`config.mk`:
```
export PLATFORM = sky130hd
export DESIGN_NAME = triangleSynth
export DESIGN_NICKNAME = d
export VERILOG_FILES = /design/src/logic/synthPkg.sv /design/src/logic/noteIf.sv /design/src/logic/midiVoiceAlloc.sv /design/src/logic/triangleVoice.sv /design/src/logic/voiceMixer.sv /design/src/logic/triangleSynth.sv
export SDC_FILE = /design/constraint.sdc
export NUM_CORES = 2
export LEC_CHECK = 0
export ABC_AREA = 1
export BUFFER_PORTS_ARGS = -buffer_cell sky130_fd_sc_hd__clkbuf_2
export CAP_MARGIN = 20
export CORE_AREA = 4 4 218 305
export DETAILED_ROUTE_END_ITERATION = 12
export DIE_AREA = 0 0 222 309
export MAX_ROUTING_LAYER = met4
export PLACE_DENSITY = 0.74
export RECOVER_POWER = 100
export SYNTH_ARGS = -nofsm -noshare
export SYNTH_HDL_FRONTEND = slang
export SYNTH_SLANG_ARGS = --single-unit
```
`constraint.sdc`:
```
create_clock -name clk -period 15.44 [get_ports clk]
set_input_delay 2.316 -clock clk [delete_from_list [all_inputs] [get_ports clk]]
set_output_delay 2.316 -clock clk [all_outputs]
set_load 0.01 [all_outputs]
```
`src/logic/synthPkg.sv`:
```
// Shared types, widths and the semitone step function of the
// triangle synthesizer
package synthPkg;

    // --------------------
    // MIDI data widths
    // --------------------
    localparam int NOTE_W = 7;
    localparam int VEL_W = 7;

    // Sample and phase step width
    localparam int SAMPLE_W = 18;

    // Triangle reflection magnitude
    localparam int TRI_LIMIT = 65536;

    // Highest note with its own step, notes above reuse it
    localparam logic [NOTE_W-1:0] NOTE_TOP = 7'd99;

    // --------------------
    // Types
    // --------------------
    typedef enum logic [3:0] {
        CmdNoteOff = 4'h8,
        CmdNoteOn  = 4'h9
    } midiCmdE;

    typedef logic signed [SAMPLE_W-1:0] sampleT;

    // --------------------
    // Pitch table
    // --------------------
    // Octave 0 steps, one per semitone
    localparam logic [7:0] BASE_STEP [12] = '{
        8'h59, 8'h5E, 8'h64, 8'h6A,
        8'h70, 8'h77, 8'h7E, 8'h85,
        8'h8D, 8'h96, 8'h9F, 8'hA8
    };

    // Base step of the semitone, shifted up by the octave
    function automatic logic [SAMPLE_W-1:0] noteStep(input logic [NOTE_W-1:0] note);
        logic [NOTE_W-1:0] clamped;
        logic [3:0] octave;
        logic [3:0] semi;
        logic [SAMPLE_W-1:0] base;

        clamped = (note > NOTE_TOP) ? NOTE_TOP : note;
        octave = 4'(clamped / 7'd12);
        semi = 4'(clamped % 7'd12);
        base = SAMPLE_W'(BASE_STEP[semi]);
        return base << octave;
    endfunction

endpackage

```
`src/logic/noteIf.sv`:
```
// Per-voice note command channel from the allocator to one voice
`timescale 1ns/1ps

interface noteIf import synthPkg::*; ();

    // One-cycle strobes, never high together
    logic start;
    logic stop;

    // Valid only while start is high
    logic [NOTE_W-1:0] note;
    logic [VEL_W-1:0] velocity;

    // Voice is playing
    logic active;

    modport alloc (
        output start, stop, note, velocity,
        input  active
    );

    modport voice (
        input  start, stop, note, velocity,
        output active
    );

endinterface

```
`src/logic/midiVoiceAlloc.sv`:
```
// MIDI note command decoder and voice allocator
`timescale 1ns/1ps

module midiVoiceAlloc
    import synthPkg::*;
#(
    parameter int NUM_VOICES = 4
) (
    input  logic                  clk,
    input  logic                  reset,
    input  logic                  midiValid,
    input  logic [3:0]            midiCmd,
    input  logic [NOTE_W-1:0]     midiData0,
    input  logic [VEL_W-1:0]      midiData1,
    output logic [NUM_VOICES-1:0] voicesBusy,
    noteIf.alloc                  voices [NUM_VOICES]
);

    midiCmdE cmdKind;
    logic isOn;
    logic isOff;

    logic [NUM_VOICES-1:0] busy;
    logic [NUM_VOICES-1:0] voiceActive;
    logic [NUM_VOICES-1:0] onHit;
    logic [NUM_VOICES-1:0] offHit;
    logic onFound;
    logic offFound;

    logic [NUM_VOICES-1:0] startStb;
    logic [NUM_VOICES-1:0] stopStb;
    logic [NOTE_W-1:0] noteReg;
    logic [VEL_W-1:0] velReg;
    logic [NOTE_W-1:0] heldNote [NUM_VOICES];

    // --------------------
    // Command decode
    // --------------------
    assign cmdKind = midiCmdE'(midiCmd);

    // Zero velocity note-on is a release
    assign isOn = midiValid && (cmdKind == CmdNoteOn) && (midiData1 != '0);
    assign isOff = midiValid && ((cmdKind == CmdNoteOff) ||
                                 ((cmdKind == CmdNoteOn) && (midiData1 == '0)));

    // Lowest free voice for a note-on, lowest holder for a note-off
    always_comb begin
        onHit = '0;
        offHit = '0;
        onFound = 1'b0;
        offFound = 1'b0;
        for (int i = 0; i < NUM_VOICES; i++) begin
            // A voice still winding down from a stop is not yet free
            if (!onFound && !busy[i] && !voiceActive[i]) begin
                onHit[i] = 1'b1;
                onFound = 1'b1;
            end
            if (!offFound && busy[i] && (heldNote[i] == midiData0)) begin
                offHit[i] = 1'b1;
                offFound = 1'b1;
            end
        end
    end

    // --------------------
    // Hold table and strobes
    // --------------------
    always_ff @(posedge clk or posedge reset) begin
        if (reset) begin
            busy <= '0;
            startStb <= '0;
            stopStb <= '0;
        end else begin
            startStb <= isOn ? onHit : '0;
            stopStb <= isOff ? offHit : '0;
            busy <= (busy | (isOn ? onHit : '0)) & ~(isOff ? offHit : '0);
        end
    end

    always_ff @(posedge clk) begin
        if (isOn) begin
            noteReg <= midiData0;
            velReg <= midiData1;
        end
        for (int i = 0; i < NUM_VOICES; i++) begin
            if (isOn && onHit[i]) begin
                heldNote[i] <= midiData0;
            end
        end
    end

    assign voicesBusy = busy;

    for (genvar i = 0; i < NUM_VOICES; i++) begin : genPort
        assign voices[i].start = startStb[i];
        assign voices[i].stop = stopStb[i];
        assign voices[i].note = noteReg;
        assign voices[i].velocity = velReg;
        assign voiceActive[i] = voices[i].active;
    end

endmodule

```
`src/logic/triangleVoice.sv`:
```
// Single triangle voice with step lookup, reflecting accumulator
// and velocity scaling
`timescale 1ns/1ps

module triangleVoice
    import synthPkg::*;
(
    input  logic   clk,
    input  logic   reset,
    input  logic   sampleTick,
    noteIf.voice   cmd,
    output sampleT sample
);

    typedef enum logic {
        Idle,
        Playing
    } voiceStateE;

    voiceStateE state;
    sampleT step;
    sampleT value;
    logic dirUp;
    logic [VEL_W-1:0] vel;
    logic signed [SAMPLE_W+VEL_W-1:0] scaled;

    // --------------------
    // Voice state
    // --------------------
    always_ff @(posedge clk or posedge reset) begin
        if (reset) begin
            state <= Idle;
        end else if (cmd.start) begin
            state <= Playing;
        end else if (cmd.stop) begin
            state <= Idle;
        end
    end

    assign cmd.active = (state == Playing);

    // Phase step of the new note
    always_ff @(posedge clk) begin
        if (cmd.start) begin
            step <= sampleT'(noteStep(cmd.note));
        end
    end

    always_ff @(posedge clk or posedge reset) begin
        if (reset) begin
            vel <= '0;
        end else if (cmd.start) begin
            vel <= cmd.velocity;
        end
    end

    // --------------------
    // Triangle accumulator
    // --------------------
    // Direction follows the value every cycle, so it has flipped
    // before the next tick arrives
    always_ff @(posedge clk or posedge reset) begin
        if (reset) begin
            dirUp <= 1'b1;
        end else if (cmd.start) begin
            dirUp <= 1'b1;
        end else if (value >= TRI_LIMIT) begin
            dirUp <= 1'b0;
        end else if (value <= -TRI_LIMIT) begin
            dirUp <= 1'b1;
        end
    end

    always_ff @(posedge clk or posedge reset) begin
        if (reset) begin
            value <= '0;
        end else if (cmd.start || cmd.stop) begin
            value <= '0;
        end else if ((state == Playing) && sampleTick) begin
            value <= dirUp ? value + step : value - step;
        end
    end

    // Velocity scale, 127 is just under unity
    assign scaled = value * $signed({1'b0, vel});
    assign sample = scaled[SAMPLE_W+VEL_W-1:VEL_W];

endmodule

```
`src/logic/voiceMixer.sv`:
```
// Voice summing mixer with saturation and registered output sample
`timescale 1ns/1ps

module voiceMixer
    import synthPkg::*;
#(
    parameter int NUM_VOICES = 4
) (
    input  logic   clk,
    input  logic   reset,
    input  logic   sampleTick,
    input  sampleT voiceSamples [NUM_VOICES],
    output logic   sampleValid,
    output sampleT sampleOut
);

    // Headroom for the full sum of all voices
    localparam int SUM_W = SAMPLE_W + $clog2(NUM_VOICES + 1);

    localparam logic signed [SUM_W-1:0] SAT_HI = SUM_W'(131071);
    localparam logic signed [SUM_W-1:0] SAT_LO = -SUM_W'(131072);

    logic signed [SUM_W-1:0] sum;
    sampleT satSample;

    always_comb begin
        sum = '0;
        for (int i = 0; i < NUM_VOICES; i++) begin
            sum = sum + voiceSamples[i];
        end
    end

    // Clamp to the 18-bit range
    always_comb begin
        if (sum > SAT_HI) begin
            satSample = SAT_HI[SAMPLE_W-1:0];
        end else if (sum < SAT_LO) begin
            satSample = SAT_LO[SAMPLE_W-1:0];
        end else begin
            satSample = sum[SAMPLE_W-1:0];
        end
    end

    // --------------------
    // Output register
    // --------------------
    always_ff @(posedge clk or posedge reset) begin
        if (reset) begin
            sampleValid <= 1'b0;
            sampleOut <= '0;
        end else begin
            sampleValid <= sampleTick;
            if (sampleTick) begin
                sampleOut <= satSample;
            end
        end
    end

endmodule

```
`src/logic/triangleSynth.sv`:
```
// Polyphonic triangle synthesizer top level with allocator,
// voice array and mixer
`timescale 1ns/1ps

module triangleSynth
    import synthPkg::*;
#(
    parameter int NUM_VOICES = 4
) (
    input  logic                  clk,
    input  logic                  reset,
    input  logic                  midiValid,
    input  logic [3:0]            midiCmd,
    input  logic [NOTE_W-1:0]     midiData0,
    input  logic [VEL_W-1:0]      midiData1,
    input  logic                  sampleTick,
    output logic                  sampleValid,
    output sampleT                sampleOut,
    output logic [NUM_VOICES-1:0] voicesBusy
);

    noteIf voiceCmd [NUM_VOICES] ();
    sampleT voiceSamples [NUM_VOICES];

    midiVoiceAlloc #(
        .NUM_VOICES (NUM_VOICES)
    ) alloc_i (
        .clk        (clk),
        .reset      (reset),
        .midiValid  (midiValid),
        .midiCmd    (midiCmd),
        .midiData0  (midiData0),
        .midiData1  (midiData1),
        .voicesBusy (voicesBusy),
        .voices     (voiceCmd)
    );

    for (genvar v = 0; v < NUM_VOICES; v++) begin : genVoice
        triangleVoice voice_i (
            .clk        (clk),
            .reset      (reset),
            .sampleTick (sampleTick),
            .cmd        (voiceCmd[v]),
            .sample     (voiceSamples[v])
        );
    end

    voiceMixer #(
        .NUM_VOICES (NUM_VOICES)
    ) mixer_i (
        .clk          (clk),
        .reset        (reset),
        .sampleTick   (sampleTick),
        .voiceSamples (voiceSamples),
        .sampleValid  (sampleValid),
        .sampleOut    (sampleOut)
    );

endmodule

```
### Word-level counts from Yosys, hierarchy flattened

Memories as Yosys holds them, arrays and structs flattened.
Cells that the tools add are included.

* input bits: 22
* logic and storage cells: 199
* register bits after elaboration: 225
* ROM bits: 128
* bits in writable memories: 28
* memories: 2

* div/mod/pow operators: 2
* equality and inequality tests: 6
* shift-type cells: 1
* multiplexer cells: 68
* reduce and logical (&&, ||, !) cells: 62
* bitwise operators: 4
* order comparisons: 12
* add/subtract/negate cells: 11
* multipliers: 4

Memory list
* (name not given): words 16, bits a word 8, read ports 1, clocked after memory_dff 0, wr ports 0, RTL line synthPkg.sv:50 `base = SAMPLE_W'(BASE_STEP[semi]);`
* alloc_i.heldNote: words 4, bits a word 7, read ports 4, clocked after memory_dff 0, wr ports 1, RTL line midiVoiceAlloc.sv:34 `logic [NOTE_W-1:0] heldNote [NUM_VOICES];`

Operators by type and width (number)
* 18-bit 2-to-1 mux: 14
* 18-bit by 8-bit multiplier with 25-bit output: 4
* 18-bit adder: 4
* 18-bit >= comparator (second input constant): 4
* 18-bit by 17-bit less-or-equal comparator with 1-bit output (second input constant): 4
* 18-bit subtractor: 4
* 1-bit 2-to-1 mux: 43
* 7-bit == test: 4
* 7-bit 2-to-1 mux: 4
* 1-bit logical AND: 26
* 21-bit by 18-bit adder with 21-bit output: 1
* 21-bit by 18-bit greater-than comparator with 1-bit output (second input constant): 1
* 21-bit by 18-bit less-than comparator with 1-bit output (second input constant): 1
* 7-bit OR reduction: 3
* 19-bit by 18-bit adder with 20-bit output: 1
* 18-bit by 18-bit adder with 19-bit output: 1
* 8-bit by 4-bit << shifter with 18-bit output: 1
* 8-bit 2-to-1 mux: 2
* 2-bit nonzero test: 8
* 1-bit zero test: 14
* 3-bit nonzero test: 4
* 4-bit == test (second input constant): 2
* 4-bit 2-to-1 mux: 2
* 7-bit by 4-bit divider with 7-bit output (second input constant): 1
* 11 further kinds: 17

### Longest topological paths before layout

* depth in word-level cells: 20
* gate-level depth with buffers: 53
* depth with buffers taken out: 50

### Hierarchy

Synthesis repeated with hierarchy kept, for this count alone.

* cell total of the unflattened synthesis: 5208
* area total of the unflattened synthesis: 37910.1 µm²

By module, submodules not included
* triangleVoice (genVoice[0].voice_i ...): times used 2, cells each 1131, area an instance 8072.7 µm²
* triangleVoice (genVoice[3].voice_i): times used 1, cells each 1132, area an instance 8065.2 µm²
* triangleVoice (genVoice[2].voice_i): times used 1, cells each 1117, area an instance 8040.2 µm²
* voiceMixer: times used 1, cells each 422, area an instance 3017.9 µm²
* midiVoiceAlloc: times used 1, cells each 275, area an instance 2641.3 µm²

### Worst setup path after synthesis

No wires, ideal clock.

* path kind: register -> register
* start: register genVoice[0].voice_i.vel[4]
* end: register mixer_i.sampleOut[10]
* cell stages (with the launch flop): 45
* path buffers: 3
* arrival: 8140 ps
* clock period less this slack: 8262 ps
* path slack: 7178 ps
* cell sequence: dfrtp_1 > clkbuf_1 > buf_1 > nand2_1 > fa_1 > inv_1 > fa_1 > fa_1 > inv_1 > fa_1 > inv_1 > ha_1 > nand2_1 > inv_1 > nand2_1 > nand2_1 > o21bai_1 > o21ai_0 > (+9 left out) > o21bai_1 > a21oi_1 > o21bai_1 > a21boi_0 > o21ai_0 > xor2_1 > ha_1 > nand2_1 > nor4_1 > nand4_1 > nand3_1 > xor2_2 > nand2_1 > nand2_1 > inv_2 > nor2_4 > buf_4 > a21oi_1

* cells in the longest elaborated chain, start to end: 7
* elaborated cells between the ends (all ways): 8
* classes of those cells: add/sub (3); mul (1); order compare (2); mux (2)

RTL lines
* start, declared: RTL line triangleVoice.sv:24 `logic [VEL_W-1:0] vel;`
* start signal, assigned: RTL line triangleVoice.sv:53 `vel <= cmd.velocity;`
* 18-bit by 8-bit multiplier with 25-bit output (*): RTL line triangleVoice.sv:85 `assign scaled = value * $signed({1'b0, vel});`
* 18-bit by 18-bit adder with 19-bit output (*): RTL line voiceMixer.sv:29 `sum = sum + voiceSamples[i];`
* 19-bit by 18-bit adder with 20-bit output (*): RTL line voiceMixer.sv:29
* 21-bit by 18-bit adder with 21-bit output (*): RTL line voiceMixer.sv:29
* 21-bit by 18-bit less-than comparator with 1-bit output: RTL line voiceMixer.sv:37 `end else if (sum < SAT_LO) begin`
* 18-bit 2-to-1 mux: RTL line voiceMixer.sv:37
* 18-bit 2-to-1 mux (*): RTL line voiceMixer.sv:35 `if (sum > SAT_HI) begin`
* end signal, assigned: RTL line voiceMixer.sv:54 `sampleOut <= satSample;`
* end, declared: RTL line voiceMixer.sv:14 `output sampleT sampleOut`

Every way passes the cells marked *; elsewhere a longest branch is shown, timed or not.
A chain may end at the register's enable or synchronous reset.

### Worst setup path after layout

* start: register genVoice[2].voice_i.vel[3]
* end: register mixer_i.sampleOut[0]

* cells in the longest elaborated chain, start to end: 6
* elaborated cells between the ends (all ways): 7
* classes of those cells: add/sub (2); mul (1); order compare (2); mux (2)

RTL lines (RTL line)
* start, declared: triangleVoice.sv:24
* start signal, assigned: triangleVoice.sv:53
* 18-bit by 8-bit multiplier with 25-bit output (*): triangleVoice.sv:85
* 19-bit by 18-bit adder with 20-bit output (*): voiceMixer.sv:29
* 21-bit by 18-bit adder with 21-bit output (*): voiceMixer.sv:29
* 21-bit by 18-bit less-than comparator with 1-bit output: voiceMixer.sv:37
* 18-bit 2-to-1 mux: voiceMixer.sv:37
* 18-bit 2-to-1 mux (*): voiceMixer.sv:35

Marked as above.

==> summary.txt <==
Via/cell ratio -> 5.29
Slew margin rel. -> -1.54
GRT Util Overall -> 0.268
Setup bufs post-CTS -> 0
RSZ-0062 raised after global routing -> false
Drc violations -> 0
Die Area -> 0.0686 mm²
Largest stage delay on the critical path -> 0.85 ns
Worst skew pair latency -> 0.60 ns
Fmax -> 105 MHz
Flop2flop setup slack -> 5.88 ns
Worst-Margin Slew -> 3.78 ns
Initial core utilization -> 0.546
Period utilization -> 0.619
Met3 wire length -> 4270 µm
Vias in the first global route -> 29000
Cells after synthesis -> 4560
Mapped Area -> 0.0348 mm²
Placeable Area -> 0.0639 mm²
Commonest cells after routing, fill and taps aside -> 1132 x nand2_1, 1094 x inv_1, 396 x fa_1, 303 x ha_1, 228 x a21oi_1
Crit Path Max Fanout -> 19
Final Wtd Congestion -> 0.987
Post-layout nets -> 5235
Synth Area in Adders -> 0.336
Sequential area share after synthesis -> 0.198
Buf+Inv Stages, Crit Path -> 4
Slowest stage cell on the critical path -> o21bai_1
WL met2 -> 44700 µm
CP Capture Type -> register
DP HPWL -> 72000 µm
Post-synthesis compound-gate area fraction -> 0.0887
Port Buffers -> 44
Final std cells w/o fill -> 5378
Global-route wire length before repair -> 145000 µm
WL final -> 88100 µm
Final setup violation count -> 0
H-tree Lvls -> 1
Crit Path Class -> reg2reg
Most common cell on crit path -> nand2_1
Clock Skews -> 0.0361 ns
Reg area -> 0.00691 mm²
Final min period -> 9.56 ns
Worst EP arrival -> 10.07 ns
Initial DRC count -> 1724
Setup_tns -> 0 ns
Share of layout cells above drive strength 1 -> 0.0205
Largest cells by area after synthesis -> fa_1 23%, nand2_1 12%, inv_1 12%
Number of max-cap violations -> 5
P&R area growth vs syn -> 4.60%
Number of synthesized flops with an enable pin -> 114
Pin count of the biggest net entering global routing -> 77
Mux cell area share after synthesis -> 0.00226
Max Slew Vio Count -> 225
Primary FF master, synth -> dfrtp_1
Synth unique cells -> 64
Die Height -> 309 µm
Multi-input logic area -> 0.0232 mm²
Min-Delay Path Class -> reg2reg
#FFs+latches synth -> 253
Largest family of logic cells by synthesized area -> adder cells
Req. time, crit path -> 15.95 ns
Num rows -> 110
Simple-gate share of the synthesized area -> 0.186
I/O pin total -> 45
DR top layer -> met4
Post-synth ARST share -> 0.549
DR pass1 iterations -> 6
Die width -> 222 µm
Hold-fix buffers, CTS -> 0
Synth warn -> 0
Crit path max-delay family -> adder cells
Yosys top cell by area -> fa_1
Global route overflow -> 0
Dpl cells -> 5322
Post-CTS sizing -> 0
Via count -> 28400
Root Driver -> clkbuf_16
Status -> complete, but fails checks
Syn Area/Cell -> 7.64 µm²
Area share of the leading cell type in the synthesized netlist -> 0.227
Antenna viol nets, final -> 0
CTS tree -> yes
Number of fill cells -> 6054
Worst Setup Start Kind -> register
Final-report hold violation count -> 0
CTS clk-pin slew, worst paths -> 0.07 ns
Metal-1 WL -> 34200 µm
Clock Path Buffers -> 3
Failing checks -> max-capacitance violations, max-slew violations
Initial antenna violation count -> 1
DR WL/cell -> 16.4 µm
TritonCTS sink count -> 253
Commonest non-fill, non-tap cell in the layout -> nand2_1
Post-Synth XOR/XNOR Area -> 0.0517
Hold_ws -> 0.490 ns
TritonCTS Buffers -> 29
[state kept, by name, summed over array words and instances, names as in the netlist, 7 cells and up]
name	cells
genVoice.voice_i.step	72
genVoice.voice_i.value	72
alloc_i.heldNote	28
genVoice.voice_i.vel	28
mixer_i.sampleOut	18
alloc_i.voices.note	7
alloc_i.voices.velocity	7
[layer usage]
metal,global-route usage,up-vias
met5,-,-
met4,0.126,0
met3,0.0288,230
met2,0.476,768
met1,0.304,13600
li1,-,13800
[cells in the mapped netlist (18+ instances only)]
cell	count
a21o_1	18
a21oi_1	227
buf_1	38
clkbuf_1	96
dfrtp_1	135
edfxtp_1	114
fa_1	396
ha_1	303
inv_1	1094
nand2_1	1128
nand3_1	130
nand4_1	23
nor2_1	207
nor3_1	51
nor4_1	30
o21ai_0	156
o21bai_1	22
xnor2_1	83
xor2_1	121
[path summary, 6_finish.rpt]
check                                                 from                       endpoint  cells past startpoint
worst max-delay path            genVoice[2].voice_i.vel[3]           mixer_i.sampleOut[0]                     39
worst min-delay path                  mixer_i.sampleOut[1]           mixer_i.sampleOut[1]                      2
worst max register to register  genVoice[2].voice_i.vel[3]           mixer_i.sampleOut[0]                     39
worst min register to register        mixer_i.sampleOut[1]           mixer_i.sampleOut[1]                      2
max in group asynchronous                            reset  genVoice[0].voice_i.value[16]                      3
min in group asynchronous                            reset     genVoice[1].voice_i.vel[5]                      2
[stage by stage]
step,utilization,setup WS [ns],instance area (µm²)
after floorplan,-,7.18,34900
after global placement,0.559,6.68,35700
after detailed placement,0.559,6.43,35700
after CTS,0.573,6.44,36600
after global routing,0.571,4.96,36400
final,0.571,5.88,36500
[tightest hold or removal path: stages (launching register included)]
cell and delay [ns]:
dfrtp_1 0.35, nand2_1 0.05, o21ai_0 0.06
[final cells by class]
type | instances | area share
flip-flops and latches | 253 | 0.189
well taps | 840 | 0.0288
clock buffers | 33 | 0.0209
diodes | 2 | 0.000137
multi-input cells | 3061 | 0.636
clock inverters | 20 | 0.00439
inverters | 1107 | 0.114
repair buffers | 62 | 0.00659
[cells by family after synthesis]
group / count (synthesis)
flip-flops: 253
other: 1
multiplexers: 7
buffers and inverters: 1257
AO/OA/AOI/OAI: 536
AND/OR/NAND/NOR: 1602
XOR/XNOR: 205
adder cells (fa/ha/maj): 699
Power is not shown: default switching activity piles up to over one toggle a cycle in this logic, so the estimate is an artifact.
